[config.mk]
export PLATFORM = sky130hd
export DESIGN_NAME = fog_loop_top
export DESIGN_NICKNAME = d
export VERILOG_FILES = /design/src/logic/fog_sig_pkg.sv /design/src/logic/fog_cfg_pkg.sv /design/src/logic/mod_gen.sv /design/src/logic/err_demod.sv /design/src/logic/fb_step_acc.sv /design/src/logic/phase_ramp_gen.sv /design/src/logic/fog_loop_top.sv
export SDC_FILE = /design/constraint.sdc
export NUM_CORES = 1
export LEC_CHECK = 0
export BUFFER_PORTS_ARGS = -buffer_cell sky130_fd_sc_hd__buf_2
export CAP_MARGIN = 20
export CORE_UTILIZATION = 25
export CTS_CLUSTER_SIZE = 24
export DETAILED_ROUTE_END_ITERATION = 10
export SKIP_CTS_REPAIR_TIMING = 1
export SLEW_MARGIN = 20
export SYNTH_ARGS = -nofsm -noshare
export SYNTH_HDL_FRONTEND = slang
export SYNTH_HIERARCHICAL = 1
export SYNTH_SLANG_ARGS = --single-unit
[constraint.sdc]
create_clock -name CLOCK_DAC_1 -period 9.6 [get_ports CLOCK_DAC_1]
set_clock_uncertainty 0.15 [all_clocks]
set_input_delay 1.44 -clock CLOCK_DAC_1 [delete_from_list [all_inputs] [get_ports CLOCK_DAC_1]]
set_output_delay 1.44 -clock CLOCK_DAC_1 [all_outputs]
set_load 0.02 [all_outputs]
[src/logic/fog_sig_pkg.sv]
package fog_sig_pkg;

	// converter and datapath widths
	localparam int ADC_W = 14; // adc sample width
	localparam int DAC_W = 16; // dac word width
	localparam int ACC_W = 32; // half sums, error word and feedback step

	// adc samples are two's complement
	typedef logic signed [ADC_W-1:0] adc_t;
	typedef logic [DAC_W-1:0] dac_t;        // wraps mod 2^16
	typedef logic signed [ACC_W-1:0] err_t; // error, step and sums

	// modulation timing out of mod_gen
	typedef struct packed {
		logic level_high;   // current half uses amp_h
		logic switch_pulse; // first cycle of a new half
	} mod_evt_t;

	// one-cycle error result, once per high/low pair
	typedef struct packed {
		logic valid;
		err_t err;
	} err_evt_t;

	// new feedback step, one cycle after the error
	typedef struct packed {
		logic valid;
		err_t step;
	} step_evt_t;

	// demodulator window inside each half period
	typedef enum logic [1:0] {
		S_SETTLE, // fibre response still ringing, samples dropped
		S_ACCUM,  // inside the averaging window
		S_HOLD    // window done, idle until next switch
	} demod_state_t;

endpackage

[src/logic/fog_cfg_pkg.sv]
package fog_cfg_pkg;

	// dac level and signed error types for the fields below
	import fog_sig_pkg::dac_t;
	import fog_sig_pkg::err_t;

	localparam int CFG_W     = 32; // width of every config field
	localparam int AVG_SEL_W = 4;  // log2 of samples per half (max 10)
	localparam int GAIN_W    = 5;  // arithmetic shift amount

	typedef logic [CFG_W-1:0] cfg_word_t;
	typedef logic [GAIN_W-1:0] gain_t;

	// static loop setup only touched while i_rst is high
	typedef struct packed {
		cfg_word_t freq_cnt;  // half period in clocks
		dac_t amp_h;          // level in the even halves
		dac_t amp_l;          // level in the odd halves
		logic polarity;       // 1 flips the sign of the difference
		cfg_word_t wait_cnt;  // samples skipped after each switch
		logic [AVG_SEL_W-1:0] avg_sel; // 2^avg_sel samples averaged
		err_t err_offset;     // subtracted after averaging
		gain_t gain_step;     // error to step shift
		gain_t gain_ramp;     // step to ramp shift
		err_t const_step;     // open loop step
		logic fb_on;          // closes the loop
	} loop_cfg_t;

endpackage

[src/logic/mod_gen.sv]
`timescale 1ns/1ps

module mod_gen
	import fog_cfg_pkg::*, fog_sig_pkg::*;
(
	input  logic      CLOCK_DAC_1,
	input  logic      i_rst,
	input  loop_cfg_t i_cfg,
	output mod_evt_t  o_mod,
	output dac_t      o_level
);

	cfg_word_t half_cnt; // clocks left in the current half
	logic level_hi;      // even half, amp_h selected
	logic sw_pulse;      // registered half change

	// down counter reloads on zero, so each half lasts freq_cnt clocks
	// first half after reset is the high one and gets no switch pulse
	always_ff @(posedge CLOCK_DAC_1) begin
		if (i_rst) begin
			half_cnt <= i_cfg.freq_cnt - 1'b1;
			level_hi <= 1'b1;
			sw_pulse <= 1'b0;
		end else if (half_cnt == '0) begin
			half_cnt <= i_cfg.freq_cnt - 1'b1; // reload for the next half
			level_hi <= ~level_hi;             // square wave toggle
			sw_pulse <= 1'b1;                  // lands on offset 0 of new half
		end else begin
			half_cnt <= half_cnt - 1'b1;
			sw_pulse <= 1'b0;
		end
	end

	// timing to the demodulator
	assign o_mod = '{level_high: level_hi, switch_pulse: sw_pulse};

	// modulation level for the dac sum, registered there
	assign o_level = level_hi ? i_cfg.amp_h : i_cfg.amp_l;

endmodule

[src/logic/err_demod.sv]
`timescale 1ns/1ps

module err_demod
	import fog_cfg_pkg::*, fog_sig_pkg::*;
(
	input  logic      CLOCK_DAC_1,
	input  logic      i_rst,
	input  loop_cfg_t i_cfg,
	input  mod_evt_t  i_mod,
	input  adc_t      i_adc,
	output err_evt_t  o_err
);

	adc_t adc_q;              // input register, one clock behind i_adc
	logic lvl_q;              // half level of the sample in adc_q
	cfg_word_t j_q;           // offset of adc_q inside its half
	cfg_word_t j_nxt;         // offset of the next sample
	cfg_word_t win_end;       // first offset past the window
	demod_state_t st, st_nxt; // what happens to adc_q this clock
	err_t sum_hi, sum_lo;     // window sums per half
	err_t diff, avg, err_nxt;
	err_t err_q;
	logic err_vld;
	logic pair_done;          // low half finished, back to high

	assign win_end   = i_cfg.wait_cnt + (cfg_word_t'(1) << i_cfg.avg_sel);
	assign pair_done = i_mod.switch_pulse & i_mod.level_high;

	// the switch pulse arrives while adc_q still holds the last sample
	// of the old half, so the next clock sees offset 0
	always_comb begin
		j_nxt  = i_mod.switch_pulse ? '0 : j_q + 1'b1;
		st_nxt = i_mod.switch_pulse ? S_SETTLE : st;
		case (st_nxt)
			S_SETTLE: if (j_nxt == i_cfg.wait_cnt) st_nxt = S_ACCUM;
			S_ACCUM:  if (j_nxt == win_end) st_nxt = S_HOLD;
			default:  st_nxt = S_HOLD; // idle until next switch
		endcase
	end

	// high minus low, averaged, then sign and offset
	always_comb begin
		diff    = sum_hi - sum_lo;
		avg     = diff >>> i_cfg.avg_sel; // arithmetic, keeps sign
		err_nxt = (i_cfg.polarity ? -avg : avg) - i_cfg.err_offset;
	end

	// sample path, not reset
	always_ff @(posedge CLOCK_DAC_1) begin
		adc_q <= i_adc;
		if (pair_done)
			err_q <= err_nxt;
	end

	always_ff @(posedge CLOCK_DAC_1) begin
		if (i_rst) begin
			st      <= S_SETTLE; // reset clock holds a stale sample
			j_q     <= '1;       // so the first clock after reset is offset 0
			lvl_q   <= 1'b1;
			sum_hi  <= '0;
			sum_lo  <= '0;
			err_vld <= 1'b0;
		end else begin
			st      <= st_nxt;
			j_q     <= j_nxt;
			lvl_q   <= i_mod.level_high; // aligns with adc_q
			err_vld <= pair_done;        // one clock pulse
			if (pair_done) begin
				// fresh pair starts
				sum_hi <= '0;
				sum_lo <= '0;
			end else if (st == S_ACCUM) begin
				if (lvl_q)
					sum_hi <= sum_hi + adc_q; // sign extended
				else
					sum_lo <= sum_lo + adc_q;
			end
		end
	end

	assign o_err = '{valid: err_vld, err: err_q};

endmodule

[src/logic/fb_step_acc.sv]
`timescale 1ns/1ps

module fb_step_acc
	import fog_cfg_pkg::*, fog_sig_pkg::*;
(
	input  logic      CLOCK_DAC_1,
	input  logic      i_rst,
	input  loop_cfg_t i_cfg,
	input  err_evt_t  i_err,
	output step_evt_t o_step
);

	err_t step_q;    // current feedback step
	err_t err_shr;   // gain scaled error
	err_t step_nxt;
	logic step_vld;

	// integrator in closed loop, fixed step in open loop
	assign err_shr  = i_err.err >>> i_cfg.gain_step;
	assign step_nxt = i_cfg.fb_on ? step_q + err_shr : i_cfg.const_step;

	always_ff @(posedge CLOCK_DAC_1) begin
		if (i_rst) begin
			step_q   <= '0;
			step_vld <= 1'b0;
		end else begin
			step_vld <= i_err.valid; // one clock after the error
			if (i_err.valid)
				step_q <= step_nxt;
		end
	end

	assign o_step = '{valid: step_vld, step: step_q};

endmodule

[src/logic/phase_ramp_gen.sv]
`timescale 1ns/1ps

module phase_ramp_gen
	import fog_cfg_pkg::*, fog_sig_pkg::*;
(
	input  logic      CLOCK_DAC_1,
	input  logic      i_rst,
	input  loop_cfg_t i_cfg,
	input  step_evt_t i_step,
	input  dac_t      i_level,
	output dac_t      o_dac
);

	dac_t ramp_q;   // serrodyne phase ramp
	err_t step_shr; // step scaled to ramp units
	dac_t dac_q;

	assign step_shr = i_step.step >>> i_cfg.gain_ramp;

	// one ramp increment per modulation period
	// overflow past 2^16 is the 2 pi reset of the ramp
	always_ff @(posedge CLOCK_DAC_1) begin
		if (i_rst) begin
			ramp_q <= '0;
		end else if (i_step.valid) begin
			ramp_q <= ramp_q + step_shr[DAC_W-1:0]; // low bits only, wraps
		end
	end

	// dac word every clock, square wave riding on the ramp
	always_ff @(posedge CLOCK_DAC_1) begin
		if (i_rst)
			dac_q <= '0;
		else
			dac_q <= ramp_q + i_level; // mod 2^16
	end

	assign o_dac = dac_q;

endmodule

[src/logic/fog_loop_top.sv]
`timescale 1ns/1ps

module fog_loop_top
	import fog_cfg_pkg::*, fog_sig_pkg::*;
(
	input  logic      CLOCK_DAC_1,
	input  logic      i_rst,
	input  loop_cfg_t i_cfg,   // static setup
	input  adc_t      i_adc,   // one sample per clock
	output dac_t      o_dac,   // to the phase modulator dac
	output err_evt_t  o_err,   // demodulated error
	output step_evt_t o_step   // feedback step
);

	mod_evt_t mod_evt; // half timing
	dac_t mod_level;   // amp_h or amp_l

	// square wave source
	mod_gen u_mod_gen (
		.CLOCK_DAC_1 (CLOCK_DAC_1),
		.i_rst       (i_rst),
		.i_cfg       (i_cfg),
		.o_mod       (mod_evt),
		.o_level     (mod_level)
	);

	// error from the high and low window sums
	err_demod u_err_demod (
		.CLOCK_DAC_1 (CLOCK_DAC_1),
		.i_rst       (i_rst),
		.i_cfg       (i_cfg),
		.i_mod       (mod_evt),
		.i_adc       (i_adc),
		.o_err       (o_err)
	);

	// loop integrator
	fb_step_acc u_fb_step_acc (
		.CLOCK_DAC_1 (CLOCK_DAC_1),
		.i_rst       (i_rst),
		.i_cfg       (i_cfg),
		.i_err       (o_err),
		.o_step      (o_step)
	);

	// ramp plus modulation to the dac
	phase_ramp_gen u_phase_ramp_gen (
		.CLOCK_DAC_1 (CLOCK_DAC_1),
		.i_rst       (i_rst),
		.i_cfg       (i_cfg),
		.i_step      (o_step),
		.i_level     (mod_level),
		.o_dac       (o_dac)
	);

endmodule

-- Word level (Yosys, flattened, before mapping)
Index checks and enable logic that the tools add are counted.
- register bits: 245
- input bits: 192
- output and inout port bits: 82
- word-level logic and storage cells: 54
- add/subtract/negate cells: 12
- equality and inequality tests: 4
- shift operators: 4
- muxes and demuxes: 11
- bitwise operators: 3
- reduce and logical (&&, ||, !) cells: 5
- operators by type and width (operator ; number):
    $mux W32 ; 5
    $add A32 B14 Y32 ; 2
    $add A32 B32 Y32 ; 2
    $eq A32 B32 Y1 ; 2
    $sub A32 B1 Y32 const B ; 2
    $sub A32 B32 Y32 ; 2
    $add A16 B16 Y16 ; 2
    $add A32 B1 Y32 const B ; 1
    $logic_not A32 Y1 ; 1
    $neg A32 Y32 ; 1
    $shl A1 B4 Y32 const A ; 1
    $sshr A32 B4 Y32 ; 1
    $sshr A32 B5 Y16 ; 1
    $sshr A32 B5 Y32 ; 1
    $mux W16 ; 1
    $mux W2 ; 3
    $eq A2 B1 Y1 const B ; 2
    $pmux W2 S2 ; 1
    $reduce_and A2 Y1 ; 2
    $logic_not A2 Y1 ; 1
    $not A1 Y1 ; 2
    $reduce_or A2 Y1 ; 1
    $and A1 B1 Y1 ; 1
    $mux W1 ; 1

-- Longest topological paths before layout
Gate-level depths: netlist (run 1).
- word-level depth: 5
- gate-level depth with buffers: 32
- depth with buffers taken out: 32

-- Hierarchy
Netlist (run 1), hierarchy kept.
- by module, submodules not included (module ; instances ; cells each ; area an instance (µm²) ; seq. area each (µm²)):
    err_demod ; 1 ; 2210 ; 16494.6 ; 3243.1
    fb_step_acc ; 1 ; 635 ; 4709.5 ; 660.6
    phase_ramp_gen ; 1 ; 466 ; 3746.1 ; 640.6
    mod_gen ; 1 ; 291 ; 2583.7 ; 680.7

-- Worst setup path before layout (run 1)
Ideal clock, no wire load.
- path kind: in2reg
- from: input i_cfg[76] (netlist name)
- to: register u_err_demod.err_q[30], data pin
- library setup time: 258 ps
- arrival time: 7039 ps
- required time: 9192 ps
- slack: 2153 ps
- stages on the path: 28
- cells stage by stage: clkbuf_1 clkinv_1 clkbuf_1 clkbuf_1 buf_1 a21oi_1 mux4_2 a21oi_1 ha_1 inv_1 nor4b_1 a21o_1 xor2_1 ha_1 o21a_1 o21a_1 o21ai_0 o21bai_1 a21oi_1 o2111ai_1 nand3_1 nand3_1 o41ai_1 o21ai_0 o41ai_1 o21bai_1 a21oi_1 xnor2_1
- word-level cells in the longest chain between the ends: 4
- RTL lines (item ; RTL line ; text):
    start, declared ; fog_loop_top.sv:8 ; input loop_cfg_t i_cfg,
    $sshr A32 B4 Y32 (*) ; err_demod.sv:44 ; avg = diff >>> i_cfg.avg_sel;
    $neg A32 Y32 ; err_demod.sv:45 ; err_nxt = (i_cfg.polarity ? -avg : avg) - i_cfg.err_offset;
    $mux W32 (*) ; err_demod.sv:45 ;
    $sub A32 B32 Y32 (*) ; err_demod.sv:45 ;
    named net u_err_demod.err_nxt[30] ; err_demod.sv:21 ; err_t diff, avg, err_nxt;
    end signal, assigned ; err_demod.sv:52 ; err_q <= err_nxt;
    end, declared ; err_demod.sv:22 ; err_t err_q;
The timed path passes the listed nets; every way through them passes the cells marked *.
A chain may end at the register's enable or synchronous reset.

-- Worst setup path after layout (run 1)
- from: register u_err_demod.sum_hi[0]
- to: register u_err_demod.err_q[30], data pin
- word-level cells in the longest chain between the ends: 5
- RTL lines (item ; RTL line ; text):
    start, declared ; err_demod.sv:20 ; err_t sum_hi, sum_lo;
    start signal, assigned ; err_demod.sv:74 ; sum_hi <= sum_hi + adc_q;
    $sub A32 B32 Y32 (*) ; err_demod.sv:43 ; diff = sum_hi - sum_lo;
    $sshr A32 B4 Y32 (*) ; err_demod.sv:44 ;
    $neg A32 Y32 ; err_demod.sv:45 ;
    $mux W32 (*) ; err_demod.sv:45 ;
    $sub A32 B32 Y32 (*) ; err_demod.sv:45 ;
    named net u_err_demod.err_nxt[30] ; err_demod.sv:21 ;
Marks and branches as above.

==> load_flow_metrics.sql, run 1 <==
INSERT INTO impl_metrics (metric_group, metric, value, unit) VALUES
('worst_setup_path', 'crit_slowest_cell', 'sky130_fd_sc_hd__nor4b_1', ''),
('worst_setup_path', 'maximum_fanout_along_the_worst_path', '7', ''),
('final_layout', 'layout.cells.most_common_list', 'sky130_fd_sc_hd__nand2_1 (352), sky130_fd_sc_hd__nor2_1 (333), sky130_fd_sc_hd__a21oi_1 (304), sky130_fd_sc_hd__buf_2 (272), sky130_fd_sc_hd__dfxtp_1 (212)', ''),
('clock_tree', 'clock_insertion_delay_worst_skew', '0.58', 'ns'),
('die', 'floorplan.die_area', '0.111', 'sq mm'),
('final_layout', 'drive_above_1_share', '13.7', '%'),
('logic_synthesis', 'ys_seq_elements', '245', ''),
('final_layout', 'finish.net_count', '4157', ''),
('die', 'core_rows', '121', ''),
('final_layout', 'multi_input_area', '0.0209', 'sq mm'),
('global_route', 'grt_first_pass_wirelength', '145', 'mm'),
('worst_hold_path', 'hold_path_class', 'reg -> reg', ''),
('worst_setup_path', 'startpoint_type', 'register', ''),
('worst_hold_path', 'endpoint_of_the_worst_hold_timing_path', 'u_err_demod/sum_lo[16]', ''),
('global_route', 'globalRoute.totalOverflow', '0', ''),
('clock_tree', 'clk_pin_slew', '0.06', 'ns'),
('worst_setup_path', 'total_buffers_and_inverters_traversed_by_the_critical_path', '4', ''),
('power', 'cellPowerDensity', '122', 'mW/mm^2'),
('placed_design', 'numPortBuffers', '273', ''),
('route', 'finalWirelength', '94.6', 'mm'),
('worst_setup_path', 'cpMostUsedCell', 'sky130_fd_sc_hd__inv_1', ''),
('worst_setup_path', 'crit-reg2reg-capture', 'u_err_demod/err_q[30]', ''),
('clock_tree', 'numCtsBuffers', '35', ''),
('outcome', 'outcome', 'complete, no violations', ''),
('global_route', 'first_global_vias', '25100', ''),
('logic_synthesis', 'post-synth-top-area-cell', 'sky130_fd_sc_hd__dfxtp_1', ''),
('logic_synthesis', 'async_flop_share', '0', '%'),
('final_layout', 'finalNonFillerCells', '5194', ''),
('logic_synthesis', 'syn-cell-area', '0.0275', 'sq mm'),
('power', 'power.ir.vdd_worst', '0.102', 'mV'),
('logic_synthesis', 'synth_top_area_share', '15.5', '%'),
('flow_run', 'maxCapViolations', '0', ''),
('route', 'drcViolationCount', '0', ''),
('route', 'route.detailed.wl_per_inst', '18.2', 'um'),
('worst_setup_path', 'delay_of_the_slowest_critical_path_stage', '0.53', 'ns'),
('timing', 'report.final.slew_viol_count', '0', ''),
('die', 'core', '0.109', 'sq mm'),
('placed_design', 'post-dp-hpwl', '75.6', 'mm'),
('timing', 'worst_pin_slew', '0.879', 'ns'),
('clock_tree', 'clock_tree.buffer_depth', '3', ''),
('clock_tree', 'clock_sinks', '245', ''),
('timing', 'endpoints_failing_setup', '0', ''),
('route', 'number_of_design_rule_violations_left_by_the_first_detailed_router_iteration', '2140', ''),
('global_route', 'track_usage', '16.3', '%'),
('worst_setup_path', 'endpoint_kind', 'register', ''),
('timing', 'max-slew-margin-rel', '39.9', '%'),
('clock_tree', 'cts-root-buf', 'sky130_fd_sc_hd__clkbuf_16', ''),
('route', 'dr.pass1.iters', '5', ''),
('global_route', 'grt_antenna_before_repair', '22', ''),
('timing', 'grt_setup_unrepaired', 'no', ''),
('final_layout', 'most_common_library_cell_in_the_layout_ignoring_fill_and_taps', 'sky130_fd_sc_hd__nand2_1', ''),
('final_layout', 'sequential_cell_area', '0.00523', 'sq mm'),
('logic_synthesis', 'synth_enable_flop_cells', '32', ''),
('logic_synthesis', 'post_synth_inst_count', '3602', ''),
('timing', 'finalSetupTns', '0', 'ns'),
('worst_setup_path', 'critPathTopFamily', 'compound AO/OA/AOI/OAI gates', ''),
('logic_synthesis', 'synth.net_count', '4009', ''),
('logic_synthesis', 'ys.warnings.count', '6', ''),
('worst_setup_path', 'critical_path_class', 'reg -> reg', ''),
('worst_setup_path', 'required', '9.77', 'ns'),
('global_route', 'largest_net_degree_at_the_start_of_global_routing', '68', ''),
('timing', 'layout_worst_path_cycle_share', '84.4', '%'),
('die', 'die_width', '334', 'um'),
('timing', 'final.min_clock_period', '8.10', 'ns'),
('worst_hold_path', 'hold_path_depth', '2', ''),
('worst_setup_path', 'rr_startpoint', 'u_err_demod/sum_hi[0]', ''),
('clock_tree', 'cts_max_level', '2', ''),
('logic_synthesis', 'synth_area_leaders', 'sky130_fd_sc_hd__dfxtp_1 (15%), sky130_fd_sc_hd__ha_1 (9.4%), sky130_fd_sc_hd__xnor2_1 (6.6%), sky130_fd_sc_hd__a21oi_1 (5.5%), sky130_fd_sc_hd__nand2_1 (4.8%)', ''),
('placed_design', 'dp.cells', '5126', ''),
('logic_synthesis', 'post_synth.cell_area_avg', '7.64', 'sq um'),
('worst_setup_path', 'worst-endpoint-arrival', '8.27', 'ns');
==> tightest hold or removal path: cells and delay by family (launching register included) <==
family | cells | cell delay, ns
compound gates | 1 | 0.05
flops | 1 | 0.32
simple gates | 1 | 0.06
==> per-stage QoR <==
step	hold WS [ns]	cell area (sq um)	power, mW	setup slack [ns]	util (%)
floorplan	0.291	27500	2.19	2.15	-
global placement	0.308	30100	2.47	1.55	27.6
detailed placement	0.315	30100	2.48	1.49	27.6
CTS	0.322	31200	3.86	1.50	28.6
global route	0.339	31300	4.06	0.825	28.7
finish	0.321	31300	3.82	1.50	28.7
==> kinds of logic (layout without fill, tap and decap cells) <==
family	count (synthesis)	after routing	synth area share [%]
DFF	245	245	19.0
other	0	5	0
and+or+nand+nor	1208	1208	21.3
buffers and inverters	352	525	5.19
AOI/OAI and AO/OA	1044	1044	24.8
muxes	222	222	9.73
xor gates and xnor gates	316	316	10.1
adders and majority gates	215	215	9.99
==> power breakdown <==
| part | total, mW | switching [mW] | internal (mW) |
|---|---|---|---|
| clock network | 1.34 | 0.542 | 0.800 |
| registers | 1.18 | 0.0589 | 1.13 |
| logic | 1.29 | 0.752 | 0.539 |
==> flip-flops by register name, summed over array words and instances (netlist names), 16 cells and up <==
signal and flops:
u_err_demod/err_q 32, u_phase_ramp_gen/o_dac 16, u_err_demod/j_q 32, u_mod_gen/half_cnt 32
u_err_demod/sum_hi 32, u_fb_step_acc/step_q 32, u_phase_ramp_gen/ramp_q 16, u_err_demod/sum_lo 32
==> worst max-delay path by stage <==
stage / cells after the start / from / end / slack [ns]
after floorplan: 28 / i_cfg[76] / u_err_demod/err_q[30] / 2.15
after global placement: 32 / u_err_demod/sum_hi[0] / u_err_demod/err_q[30] / 1.55
after detailed placement: 27 / i_cfg[75] / u_err_demod/err_q[30] / 1.49
after CTS: 32 / u_err_demod/sum_hi[0] / u_err_demod/err_q[30] / 1.50
after global routing: 32 / u_err_demod/sum_hi[0] / u_err_demod/err_q[30] / 0.82
final: 32 / u_err_demod/sum_hi[0] / u_err_demod/err_q[30] / 1.50
==> synthesized netlist by cell type (all sizes together), types with 11 or more instances <==
master / count
a211o: 11
a211oi: 76
a21boi: 19
a21o: 69
a21oi: 306
a22oi: 11
a31o: 13
a31oi: 37
and2: 28
and3: 34
buf: 53
clkbuf: 133
dfxtp: 213
edfxtp: 32
ha: 207
inv: 161
mux2: 63
mux2i: 129
mux4: 30
nand2: 352
nand2b: 37
nand3: 82
nand3b: 12
nand4: 47
nor2: 334
nor2b: 33
nor3: 101
nor4: 38
o2111ai: 11
o211ai: 46
o21a: 50
o21ai: 218
o21bai: 30
o22ai: 16
o311ai: 11
o31ai: 19
or2: 17
or3: 29
or4: 19
xnor2: 206
xor2: 110
==> metal layers <==
metal  vias up  global-route usage, %  wire (um)
met5         -                      0         62
met4        12                   4.78       2500
met3       142                   2.93       6210
met2       832                   26.1      41900
met1     12700                   22.1      43900
li1      13500                      -          -
==> area by class of cell <==
| class | count | area share (%) |
|---|---|---|
| multi-input combinational | 3005 | 66.9 |
| antenna | 5 | 0.0400 |
| clock inverter | 14 | 0.596 |
| clock buffer | 48 | 3.11 |
| sequential | 245 | 16.7 |
| timing repair buffer | 297 | 5.02 |
| tap | 1414 | 5.66 |
| inverter | 166 | 1.99 |
Power figures use the tool's default switching activity.
==> run 2: changes to the inputs <==
==> constraint.sdc (replaced) <==
create_clock -name CLOCK_DAC_1 -period 7.8 [get_ports CLOCK_DAC_1]
set_clock_uncertainty 0.15 [all_clocks]
set_input_delay 1.17 -clock CLOCK_DAC_1 [delete_from_list [all_inputs] [get_ports CLOCK_DAC_1]]
set_output_delay 1.17 -clock CLOCK_DAC_1 [all_outputs]
set_load 0.02 [all_outputs]
==> load_flow_metrics.sql, run 2 (synthesis results as in run 1) <==
INSERT INTO impl_metrics (metric_group, metric, value, unit) VALUES
('outcome', 'outcome', 'complete, no violations', ''),
('die', 'core_rows', '121', ''),
('power', 'total_switching_power', '1.66', 'mW'),
('power', 'comb_power_share', '33.9', '%'),
('die', 'die_width', '334', 'um'),
('global_route', 'globalRoute.totalOverflow', '0', ''),
('final_layout', 'fillers', '11800', ''),
('power', 'cellPowerDensity', '150', 'mW/mm^2'),
('timing', 'finalSetupTns', '0', 'ns'),
('worst_hold_path', 'min_from', 'u_err_demod/sum_lo[26]', ''),
('global_route', 'first_global_vias', '25200', ''),
('timing', 'endpoints_failing_setup', '0', ''),
('worst_setup_path', 'reg2reg_depth', '32', ''),
('final_layout', 'final_core_utilization', '28.9', '%'),
('route', 'number_of_design_rule_violations_left_by_the_first_detailed_router_iteration', '2167', ''),
('route', 'final_antenna_net_count', '0', ''),
('final_layout', 'finish.net_count', '4176', ''),
('final_layout', 'syn2layout_area_growth', '14.4', '%'),
('final_layout', 'drive_above_1_share', '14.4', '%'),
('clock_tree', 'cts-root-buf', 'sky130_fd_sc_hd__clkbuf_16', ''),
('worst_setup_path', 'required', '7.94', 'ns'),
('power', 'power.ir.vdd_worst', '0.113', 'mV'),
('worst_setup_path', 'delay_of_the_slowest_critical_path_stage', '0.50', 'ns'),
('worst_setup_path', 'setup.reg_to_reg.worst_slack', '0.49', 'ns'),
('global_route', 'grt_first_pass_wirelength', '144', 'mm'),
('global_route', 'largest_net_degree_at_the_start_of_global_routing', '69', ''),
('placed_design', 'detailedPlace.worstSlack', '0.105', 'ns'),
('clock_tree', 'cts_tree', 'done', ''),
('worst_setup_path', 'cpMostUsedCell', 'sky130_fd_sc_hd__inv_1', ''),
('placed_design', 'post-dp-hpwl', '75.0', 'mm'),
('placed_design', 'dp.cells', '5144', ''),
('timing', 'report.final.slew_viol_count', '0', ''),
('route', 'finalWirelength', '94.0', 'mm'),
('power', 'switching_share', '35.1', '%'),
('worst_hold_path', 'endpoint_of_the_worst_hold_timing_path', 'u_err_demod/sum_lo[26]', ''),
('worst_setup_path', 'crit_slowest_cell', 'sky130_fd_sc_hd__mux4_2', ''),
('global_route', 'track_usage', '16.2', '%'),
('worst_setup_path', 'critical_path_class', 'reg -> reg', ''),
('route', 'route.detailed.wl_per_inst', '18.0', 'um'),
('worst_setup_path', 'worst-endpoint-arrival', '7.46', 'ns'),
('timing', 'holdWs', '0.321', 'ns'),
('timing', 'post-route-worst-setup-slack', '0.486', 'ns'),
('worst_setup_path', 'crit-reg2reg-capture', 'u_err_demod/err_q[30]', ''),
('die', 'die_h', '334', 'um'),
('global_route', 'grt_antenna_before_repair', '24', ''),
('clock_tree', 'clk_pin_slew', '0.06', 'ns'),
('power', 'internal_power', '3.07', 'mW'),
('timing', 'grt_setup_unrepaired', 'no', ''),
('final_layout', 'finalNonFillerCells', '5219', ''),
('power', 'finalPower', '4.73', 'mW'),
('clock_tree', 'clock_tree.buffer_depth', '3', ''),
('worst_setup_path', 'rr_startpoint', 'u_err_demod/sum_hi[0]', ''),
('die', 'initial_core_util', '25.3', '%'),
('route', 'drcViolationCount', '0', ''),
('timing', 'worst_pin_slew', '1.03', 'ns'),
('timing', 'achievable-frequency', '137', 'MHz'),
('route', 'routed_via_density', '5.21', ''),
('power', 'share_seq_of_total_power', '30.8', '%'),
('flow_run', 'maxCapViolations', '0', ''),
('clock_tree', 'cts_max_level', '2', ''),
('final_layout', 'most_common_library_cell_in_the_layout_ignoring_fill_and_taps', 'sky130_fd_sc_hd__nand2_1', ''),
('final_layout', 'final_cell_area', '0.0315', 'sq mm'),
('placed_design', 'place_congestion', '0.941', ''),
('worst_setup_path', 'maximum_fanout_along_the_worst_path', '6', ''),
('worst_hold_path', 'hold_path_depth', '2', ''),
('route', 'vias', '27200', ''),
('timing', 'timing.final.hold_violations', '0', ''),
('die', 'core', '0.109', 'sq mm'),
('clock_tree', 'clock_sinks', '245', ''),
('clock_tree', 'clock_insertion_delay_worst_skew', '0.56', 'ns'),
('die', 'floorplan.die_area', '0.111', 'sq mm'),
('placed_design', 'numPortBuffers', '273', ''),
('worst_hold_path', 'hold_path_class', 'reg -> reg', ''),
('clock_tree', 'numCtsBuffers', '34', ''),
('worst_setup_path', 'endpoint_kind', 'register', ''),
('timing', 'layout_worst_path_cycle_share', '93.8', '%'),
('timing', 'max-slew-margin-rel', '31.1', '%'),
('placed_design', 'post_dp_cell_area', '0.0302', 'sq mm'),
('power', 'power.leakage', '13.0', 'nW'),
('timing', 'final.min_clock_period', '7.31', 'ns'),
('worst_setup_path', 'startpoint_type', 'register', ''),
('final_layout', 'layout.cells.most_common_list', 'sky130_fd_sc_hd__nand2_1 (352), sky130_fd_sc_hd__nor2_1 (333), sky130_fd_sc_hd__a21oi_1 (303), sky130_fd_sc_hd__buf_2 (272), sky130_fd_sc_hd__dfxtp_1 (212)', ''),
('die', 'boundaryPins', '274', ''),
('power', 'p_clk_share', '35.3', '%'),
('route', 'dr.pass1.iters', '6', '');
[run 2: worst max path at each step]
stage | slack (ns) | endpoint | cells after the start | from
2_1_floorplan | 0.62 | u_err_demod/err_q[30] | 28 | i_cfg[76]
5_1_grt | 0.0005 | u_err_demod/err_q[30] | 27 | u_err_demod/sum_hi[0]
6_report | 0.49 | u_err_demod/err_q[30] | 32 | u_err_demod/sum_hi[0]
4_1_cts | 0.08 | u_err_demod/err_q[30] | 32 | u_err_demod/sum_hi[0]
3_5_place_dp | 0.10 | u_err_demod/err_q[30] | 32 | u_err_demod/sum_hi[0]
3_3_place_gp | 0.24 | u_err_demod/err_q[30] | 32 | u_err_demod/sum_hi[0]
[run 2: cell type report]
class / instances / area, sq um / share of cell area (%)
sequential: 245 / 5230 / 16.6
antenna: 10 / 25.0 / 0.0795
clock inverter: 17 / 244 / 0.775
inverter: 166 / 623 / 1.98
tap: 1414 / 1770 / 5.62
timing repair buffer: 317 / 1700 / 5.40
multi-input combinational: 3005 / 21000 / 66.6
clock buffer: 45 / 932 / 2.96
[run 2: metal layers]
layer,vias up,global-route usage (%),share of wire (%)
met4,16,4.12,2.0
met5,-,0,0.10
li1,13600,-,-
met2,810,26.5,45
met1,12700,21.6,46
met3,118,3.09,6.8
[run 2: power by group through the flow]
stage          Combinational, mW  Sequential (mW)  Clock, mW
5_1_grt                     1.79             1.47       1.78
2_1_floorplan               1.22             1.47          0
3_3_place_gp                1.56             1.48          0
4_1_cts                     1.59             1.46       1.74
6_report                    1.61             1.46       1.67
3_5_place_dp                1.58             1.48          0
[run 2: worst max-delay path, delay by kind of cell (launching register included)]
kind	cells	cell delay, ns
compound gates	18	3.94
xor+xnor	2	0.23
flops	1	0.32
mux	1	0.50
buf+inv	4	0.33
simple gates	3	0.51
fa+ha+maj	4	1.07
